===== src/core_pkg.sv =====
`default_nettype none

package core_pkg;

	////////////////////////////////////////
	// widths and depths
	////////////////////////////////////////

	typedef logic [31:0] data_t;

	// reorder ring entries
	localparam int ROB_DEPTH = 8;

	typedef logic [$clog2(ROB_DEPTH)-1:0] tag_t;

	// one extra bit so a full ring can be told from an empty one
	typedef logic [$clog2(ROB_DEPTH):0] count_t;

	// multiplier latency, at least 2
	localparam int MUL_LAT = 4;

	////////////////////////////////////////
	// operations and units
	////////////////////////////////////////

	typedef enum logic [1:0] {
		OP_ADD,
		OP_SUB,
		OP_MOV,
		OP_MUL
	} op_t;

	// owner of a result bus slot
	typedef enum logic {
		UNIT_ALU,
		UNIT_MUL
	} unit_t;

	typedef struct packed {
		logic valid;
		tag_t tag;
		unit_t unit;
	} rsv_t;

endpackage

`default_nettype wire


===== src/issue_stage.sv =====
`default_nettype none

module issue_stage #(
	parameter int ROB_DEPTH = core_pkg::ROB_DEPTH
) (
	input logic issue_valid,
	input core_pkg::op_t issue_op,
	input logic alu_ready,
	input logic mul_ready,
	input logic full,
	output logic issue_ready,
	output logic issue_fire,
	output logic alu_fire,
	output logic mul_fire
);
	import core_pkg::*;

	logic is_mul;
	logic unit_ready;

	// ring index has to cover every entry
	if (ROB_DEPTH < 2 || ROB_DEPTH > (1 << $bits(tag_t))) begin : g_depth_check
		$error("ROB_DEPTH %0d does not fit the tag width", ROB_DEPTH);
	end

	// only the multiply goes to the long unit
	assign is_mul = (issue_op == OP_MUL);

	assign unit_ready = is_mul ? mul_ready : alu_ready;

	// stall on a full ring or a busy bus slot
	assign issue_ready = unit_ready && !full;

	assign issue_fire = issue_valid && issue_ready;

	assign alu_fire = issue_fire && !is_mul;
	assign mul_fire = issue_fire && is_mul;

endmodule

`default_nettype wire


===== src/alu_unit.sv =====
`default_nettype none

module alu_unit (
	input logic clk,
	input logic alu_fire,
	input core_pkg::op_t issue_op,
	input core_pkg::data_t issue_a,
	input core_pkg::data_t issue_b,
	output core_pkg::data_t alu_result
);
	import core_pkg::*;

	data_t result_next;

	always_comb begin
		case (issue_op)
			OP_ADD: begin
				result_next = issue_a + issue_b;
			end
			OP_SUB: begin
				result_next = issue_a - issue_b;
			end
			default: begin
				// mov passes a through
				result_next = issue_a;
			end
		endcase
	end

	// held until the next fire, bus reads it one cycle after
	always_ff @(posedge clk) begin
		if (alu_fire) begin
			alu_result <= result_next;
		end
	end

endmodule

`default_nettype wire


===== src/mul_unit.sv =====
`default_nettype none

module mul_unit #(
	parameter int MUL_LAT = core_pkg::MUL_LAT
) (
	input logic clk,
	input logic mul_fire,
	input core_pkg::data_t issue_a,
	input core_pkg::data_t issue_b,
	output core_pkg::data_t mul_result
);
	import core_pkg::*;

	// low word of the product only
	data_t product;
	data_t stage [MUL_LAT];

	assign product = issue_a * issue_b;

	// first stage loads on fire
	always_ff @(posedge clk) begin
		if (mul_fire) begin
			stage[0] <= product;
		end
	end

	// remaining stages move every cycle
	always_ff @(posedge clk) begin
		for (int i = 1; i < MUL_LAT; i++) begin
			stage[i] <= stage[i-1];
		end
	end

	// last stage lines up with slot 0 of its reservation
	assign mul_result = stage[MUL_LAT-1];

endmodule

`default_nettype wire


===== src/cdb_sched.sv =====
`default_nettype none

module cdb_sched #(
	parameter int MUL_LAT = core_pkg::MUL_LAT
) (
	input logic clk,
	input logic reset,
	input logic alu_fire,
	input logic mul_fire,
	input core_pkg::tag_t alloc_tag,
	input core_pkg::data_t alu_result,
	input core_pkg::data_t mul_result,
	output logic alu_ready,
	output logic mul_ready,
	output logic cdb_valid,
	output core_pkg::tag_t cdb_tag,
	output core_pkg::data_t cdb_data
);
	import core_pkg::*;

	////////////////////////////////////////
	// reservation slots
	////////////////////////////////////////

	// slot i reaches the bus in i cycles
	rsv_t slot [MUL_LAT];
	rsv_t alu_entry;
	rsv_t mul_entry;

	if (MUL_LAT < 2) begin : g_lat_check
		$error("MUL_LAT %0d is below the minimum of 2", MUL_LAT);
	end

	assign alu_entry = '{valid: 1'b1, tag: alloc_tag, unit: UNIT_ALU};
	assign mul_entry = '{valid: 1'b1, tag: alloc_tag, unit: UNIT_MUL};

	always_ff @(posedge clk) begin
		if (reset) begin
			for (int i = 0; i < MUL_LAT; i++) begin
				slot[i] <= '0;
			end
		end else begin
			for (int i = 0; i < MUL_LAT - 1; i++) begin
				slot[i] <= slot[i+1];
			end
			slot[MUL_LAT-1] <= mul_fire ? mul_entry : '0;
			// alu only fires when slot 1 is empty, so nothing is dropped here
			if (alu_fire) begin
				slot[0] <= alu_entry;
			end
		end
	end

	////////////////////////////////////////
	// unit ready
	////////////////////////////////////////

	// slot 1 moves into slot 0, which is where an alu result lands
	assign alu_ready = !slot[1].valid;

	// top slot is never claimed by anyone else
	assign mul_ready = 1'b1;

	////////////////////////////////////////
	// result bus
	////////////////////////////////////////

	assign cdb_valid = slot[0].valid;
	assign cdb_tag = slot[0].tag;
	assign cdb_data = (slot[0].unit == UNIT_MUL) ? mul_result : alu_result;

endmodule

`default_nettype wire


===== src/reorder_ring.sv =====
`default_nettype none

module reorder_ring #(
	parameter int ROB_DEPTH = core_pkg::ROB_DEPTH
) (
	input logic clk,
	input logic reset,
	input logic issue_fire,
	input logic cdb_valid,
	input core_pkg::tag_t cdb_tag,
	input core_pkg::data_t cdb_data,
	output core_pkg::tag_t alloc_tag,
	output logic full,
	output logic commit_valid,
	output core_pkg::tag_t commit_tag,
	output core_pkg::data_t commit_data
);
	import core_pkg::*;

	tag_t head;
	tag_t tail;
	count_t count;
	data_t data_mem [ROB_DEPTH];
	logic [ROB_DEPTH-1:0] done;

	// wraps at the ring depth, not at the tag width
	function automatic tag_t next_tag(input tag_t t);
		return (t == tag_t'(ROB_DEPTH - 1)) ? '0 : t + 1'b1;
	endfunction

	////////////////////////////////////////
	// allocation
	////////////////////////////////////////

	assign alloc_tag = tail;
	assign full = (count == count_t'(ROB_DEPTH));

	always_ff @(posedge clk) begin
		if (reset) begin
			head <= '0;
			tail <= '0;
			count <= '0;
		end else begin
			if (issue_fire) begin
				tail <= next_tag(tail);
			end
			if (commit_valid) begin
				head <= next_tag(head);
			end
			count <= count + count_t'(issue_fire) - count_t'(commit_valid);
		end
	end

	////////////////////////////////////////
	// results and commit
	////////////////////////////////////////

	always_ff @(posedge clk) begin
		if (cdb_valid) begin
			data_mem[cdb_tag] <= cdb_data;
		end
	end

	// bus and commit never touch the same entry in one cycle
	always_ff @(posedge clk) begin
		if (reset) begin
			done <= '0;
		end else begin
			if (cdb_valid) begin
				done[cdb_tag] <= 1'b1;
			end
			if (commit_valid) begin
				done[head] <= 1'b0;
			end
		end
	end

	assign commit_valid = (count != '0) && done[head];
	assign commit_tag = head;
	assign commit_data = data_mem[head];

endmodule

`default_nettype wire


===== src/exec_core.sv =====
`default_nettype none

module exec_core #(
	parameter int ROB_DEPTH = core_pkg::ROB_DEPTH,
	parameter int MUL_LAT = core_pkg::MUL_LAT
) (
	input logic clk,
	input logic reset,
	input logic issue_valid,
	input core_pkg::op_t issue_op,
	input core_pkg::data_t issue_a,
	input core_pkg::data_t issue_b,
	output logic issue_ready,
	output logic commit_valid,
	output core_pkg::tag_t commit_tag,
	output core_pkg::data_t commit_data
);
	import core_pkg::*;

	////////////////////////////////////////
	// internal nets
	////////////////////////////////////////

	logic issue_fire;
	logic alu_fire;
	logic mul_fire;
	logic alu_ready;
	logic mul_ready;
	logic full;
	tag_t alloc_tag;
	data_t alu_result;
	data_t mul_result;

	// result bus
	logic cdb_valid;
	tag_t cdb_tag;
	data_t cdb_data;

	////////////////////////////////////////
	// stages
	////////////////////////////////////////

	issue_stage #(.ROB_DEPTH(ROB_DEPTH)) issue_stage (
		.issue_valid,
		.issue_op,
		.alu_ready,
		.mul_ready,
		.full,
		.issue_ready,
		.issue_fire,
		.alu_fire,
		.mul_fire
	);

	alu_unit alu_unit (
		.clk,
		.alu_fire,
		.issue_op,
		.issue_a,
		.issue_b,
		.alu_result
	);

	mul_unit #(.MUL_LAT(MUL_LAT)) mul_unit (
		.clk,
		.mul_fire,
		.issue_a,
		.issue_b,
		.mul_result
	);

	cdb_sched #(.MUL_LAT(MUL_LAT)) cdb_sched (
		.clk,
		.reset,
		.alu_fire,
		.mul_fire,
		.alloc_tag,
		.alu_result,
		.mul_result,
		.alu_ready,
		.mul_ready,
		.cdb_valid,
		.cdb_tag,
		.cdb_data
	);

	reorder_ring #(.ROB_DEPTH(ROB_DEPTH)) reorder_ring (
		.clk,
		.reset,
		.issue_fire,
		.cdb_valid,
		.cdb_tag,
		.cdb_data,
		.alloc_tag,
		.full,
		.commit_valid,
		.commit_tag,
		.commit_data
	);

endmodule

`default_nettype wire


===== config.mk =====
export PLATFORM = sky130hd
export DESIGN_NAME = exec_core
export DESIGN_NICKNAME = d
export VERILOG_FILES = /design/src/core_pkg.sv /design/src/issue_stage.sv /design/src/alu_unit.sv /design/src/mul_unit.sv /design/src/cdb_sched.sv /design/src/reorder_ring.sv /design/src/exec_core.sv
export SDC_FILE = /design/constraint.sdc
export NUM_CORES = 2
export LEC_CHECK = 0
export ABC_AREA = 1
export BUFFER_PORTS_ARGS = -buffer_cell sky130_fd_sc_hd__buf_2
export CELL_PAD_IN_SITES_DETAIL_PLACEMENT = 2
export CELL_PAD_IN_SITES_GLOBAL_PLACEMENT = 2
export CORE_UTILIZATION = 40
export CTS_BUF_LIST = sky130_fd_sc_hd__clkbuf_16
export CTS_CLUSTER_SIZE = 24
export DETAILED_ROUTE_END_ITERATION = 6
export PLACE_DENSITY_LB_ADDON = 0.1
export SLEW_MARGIN = 25
export SYNTH_ARGS = -nofsm -noshare
export SYNTH_HDL_FRONTEND = slang
export SYNTH_SLANG_ARGS = --single-unit
export TNS_END_PERCENT = 30

===== constraint.sdc =====
create_clock -name clk -period 7.2 [get_ports clk]
set_input_delay 0 -clock clk [delete_from_list [all_inputs] [get_ports clk]]
set_output_delay 0 -clock clk [all_outputs]
set_load 0.1 [all_outputs]

==> metrics.txt <==
Hold Vio Cnt, Final 0; fmax approximately 150 MHz; clock latency on the worst-skew pair around 560 ps; Worst-Margin Slew approximately 1000 ps; Crit Path Category in2reg; top cells by count, synth nand2_1 (860), inv_1 (841), fa_1 (410); CTS Sinks around 450; first-pass GRT wire length ~180,000 µm; register area between 0.01 and 0.015 mm²; fin. max-slew vios 0; dpl ws roughly 240 ps; GRT overflow 0; Critical Path Max Stage Delay 580 ps; ANT cells 0; layout cell share with drive strength beyond 1 slightly above 8%; CTS HTree Levels 2; final setup vio count 0; FFs w/ async S/R, synth 0%; worst hold path class in2reg; Clock Skew 16.47 ps; EDFF count, synth between 300 and 400; Final min period roughly 6600 ps; Netlist cell types 56; Slew HR between 30% and 40%; R2R Setup Slk between 4000 and 5000 ps; Synth area leaders edfxtp_1 (28%), fa_1 (23%), nand2_1 (9.1%), inv_1 (8.9%), dfxtp_1 (7.3%); crit path cell chain dlygate4sd3_1, buf_2, nand2_1, fa_1, inv_1, fa_1, fa_1, inv_1, fa_1, inv_1, fa_1, inv_1, fa_1, fa_1, fa_1, inv_1, ha_1, inv_1, nor3_1, nand2_1, o221a_2, nand3_1, nand2_1; synthesized area between 0.03 and 0.04 mm²; pin count of the biggest net entering global routing 75; WL met3 2509 µm; Die Ht between 200 and 300 µm; IO Pins about 110; M1 wire length about 52,000 µm; DRC violations left 0; Layout area overhead 9.006%; die footprint approximately 0.09 mm²; dpl hpwl roughly 90,000 µm; DRT iter0 DRCs 1,295; Final GP Congestion approximately 0.85; Final WS setup 626.5 ps; post-synthesis sequential area ratio around a third; PortBufs around 110; Starting Density 40.58%; crit path max fanout 10; share of the synthesized area in the top cell type around 28%; RSZ-0062 raised after global routing false; clock buffer depth 3; MaxCap Viol Count 0; die extent in x 299.4 µm; CTS Buf Count 41; Worst-path clk slew ~70 ps; CP max-delay cell fa_1; worst r2r path cells 12; setup_tns 0 ps; status completed; crit end category register; Via Count 26,466; CTS tree yes; most frequent cell after synthesis nand2_1; Synth warnings 0; number of synthesized register bits 454; DR vias/cell between 5 and 6; placed cells 5,072; Post-synth top flop edfxtp_1; Hold Path Depth 3; Rows approximately 110; top layer in use met4; met2 wire length 61,860 µm; Fill cells ~9,600; initial antenna violation count 5; Worst path most repeated cell fa_1; CTS Root Cell clkbuf_16; vias in the first global route 30,357; type of origin of the critical path primary input; Final period util 91.30%; Layout Cells excl Fill between 5,000 and 6,000; multi-input combinational cell area 0.01917 mm²; reg2reg end reorder_ring.count[2]$_SDFF_PP0_; core area 0.08716 mm²; global-route total usage across every layer 27.12%; Req. time, crit path around 7500 ps; crit path DAT a little under 7000 ps; worst hold start issue_a[24]; Pre-Repair DR Iteration Count 5; Syn Inst Count 3,926; syn avg cell area 9.009 µm²; nets roughly 4,600; Routed Antenna Nets 0; RR Startpoint reorder_ring.commit_tag[0]$_SDFFE_PP0P_; Min-Delay Endpoint alu_unit.alu_result[24]$_DFFE_PP_; wire length per cell roughly 23 µm; Synth area leader edfxtp_1; Routed Wire Length ~120,000 µm
## logic make-up (layout without fill, tap and decap cells)
kind of cell,count (synthesis),count (layout),synth area share [%]
XOR/XNOR,83,83,2.055
other,1,5,0.01060
AO/OA/AOI/OAI,404,404,6.534
AND/OR/NAND/NOR,1343,1343,15.24
multiplexers,32,32,1.019
flip-flops,454,454,34.89
adder cells (fa/ha/maj),576,576,29.08
buffers and inverters,1033,1105,11.17
## critical path: cells and delay by family
kind	cells	cell delay, ps
AOI/OAI and AO/OA	1	310
buffers and inverters	8	1300
adders and majority gates	9	4430
and+or+nand+nor	5	820
## state kept, by name, summed over array words and instances (netlist names), named ones only
register / flops
cdb_sched.slot: 17
mul_unit.stage: 128
reorder_ring.data_mem: 256
reorder_ring.alloc_tag: 3
reorder_ring.count: 4
alu_unit.alu_result: 32
reorder_ring.done: 8
reorder_ring.commit_tag: 3
## what timing repair did
| action | in CTS | in global routing |
|---|---|---|
| setup buffers | 0 | 0 |
| resized for setup | 0 | 0 |
| endpoints found under the hold margin | 21 | 0 |
| hold buffers | 8 | 0 |
## per-layer routing
metal  global-route usage [%]  up-vias
met5                        0        -
met4                    5.333        0
met3                    1.174      128
met2                    50.05      371
met1                    35.31    13879
li1                         -    12088
## cells in the final DEF, fill, tap and decap left out, drive strengths merged, types with 6 or more instances in the layout
cell	n
xnor2	28
clkinv	21
buf	169
o21ai	197
xor2	55
nor3	14
fa	410
dlygate4sd3	8
nor2	337
a31oi	39
nor4	9
edfxtp	325
o21bai	11
a21oi	85
a21o	6
nand2	863
o22ai	32
dfxtp	129
or2	7
nand3	89
mux2	32
ha	166
o31ai	7
nand4	12
inv	859
o221ai	9
clkbuf	43
nand3b	11
## metrics by stage
step	instance area (µm²)	hold slack [ps]	utilization [%]
final	38560	32.22	44.24
after global routing	38560	29.60	44.24
after CTS	38540	15.28	44.21
after detailed placement	37180	313.2	42.65
after global placement	37150	309.8	42.62
after floorplan	35390	71.22	-
## worst max-delay path by stage
| stage | start | to | slack [ps] |
|---|---|---|---|
| final | issue_a[25] | mul_unit.stage[0][30]$_DFFE_PP_ | 630 |
| after global routing | issue_a[25] | mul_unit.stage[0][30]$_DFFE_PP_ | 390 |
| after CTS | issue_a[23] | mul_unit.stage[0][30]$_DFFE_PP_ | 580 |
| after detailed placement | issue_a[10] | mul_unit.stage[0][30]$_DFFE_PP_ | 240 |
| after global placement | issue_a[10] | mul_unit.stage[0][30]$_DFFE_PP_ | 410 |
| after floorplan | issue_b[5] | mul_unit.stage[0][30]$_DFFE_PP_ | 1020 |
## layout make-up
class / instances / share of cell area, %
Tap cell: 1155 / 3.748
Timing Repair Buffer: 177 / 2.901
Inverter: 852 / 8.298
Clock inverter: 33 / 0.5290
Multi-Input combinational cell: 2443 / 49.71
Sequential cell: 454 / 32.02
Clock buffer: 43 / 2.791
Power is left out: the tool's default activity adds up to more than one toggle a clock period on the data nets, which glitch-free logic cannot reach.
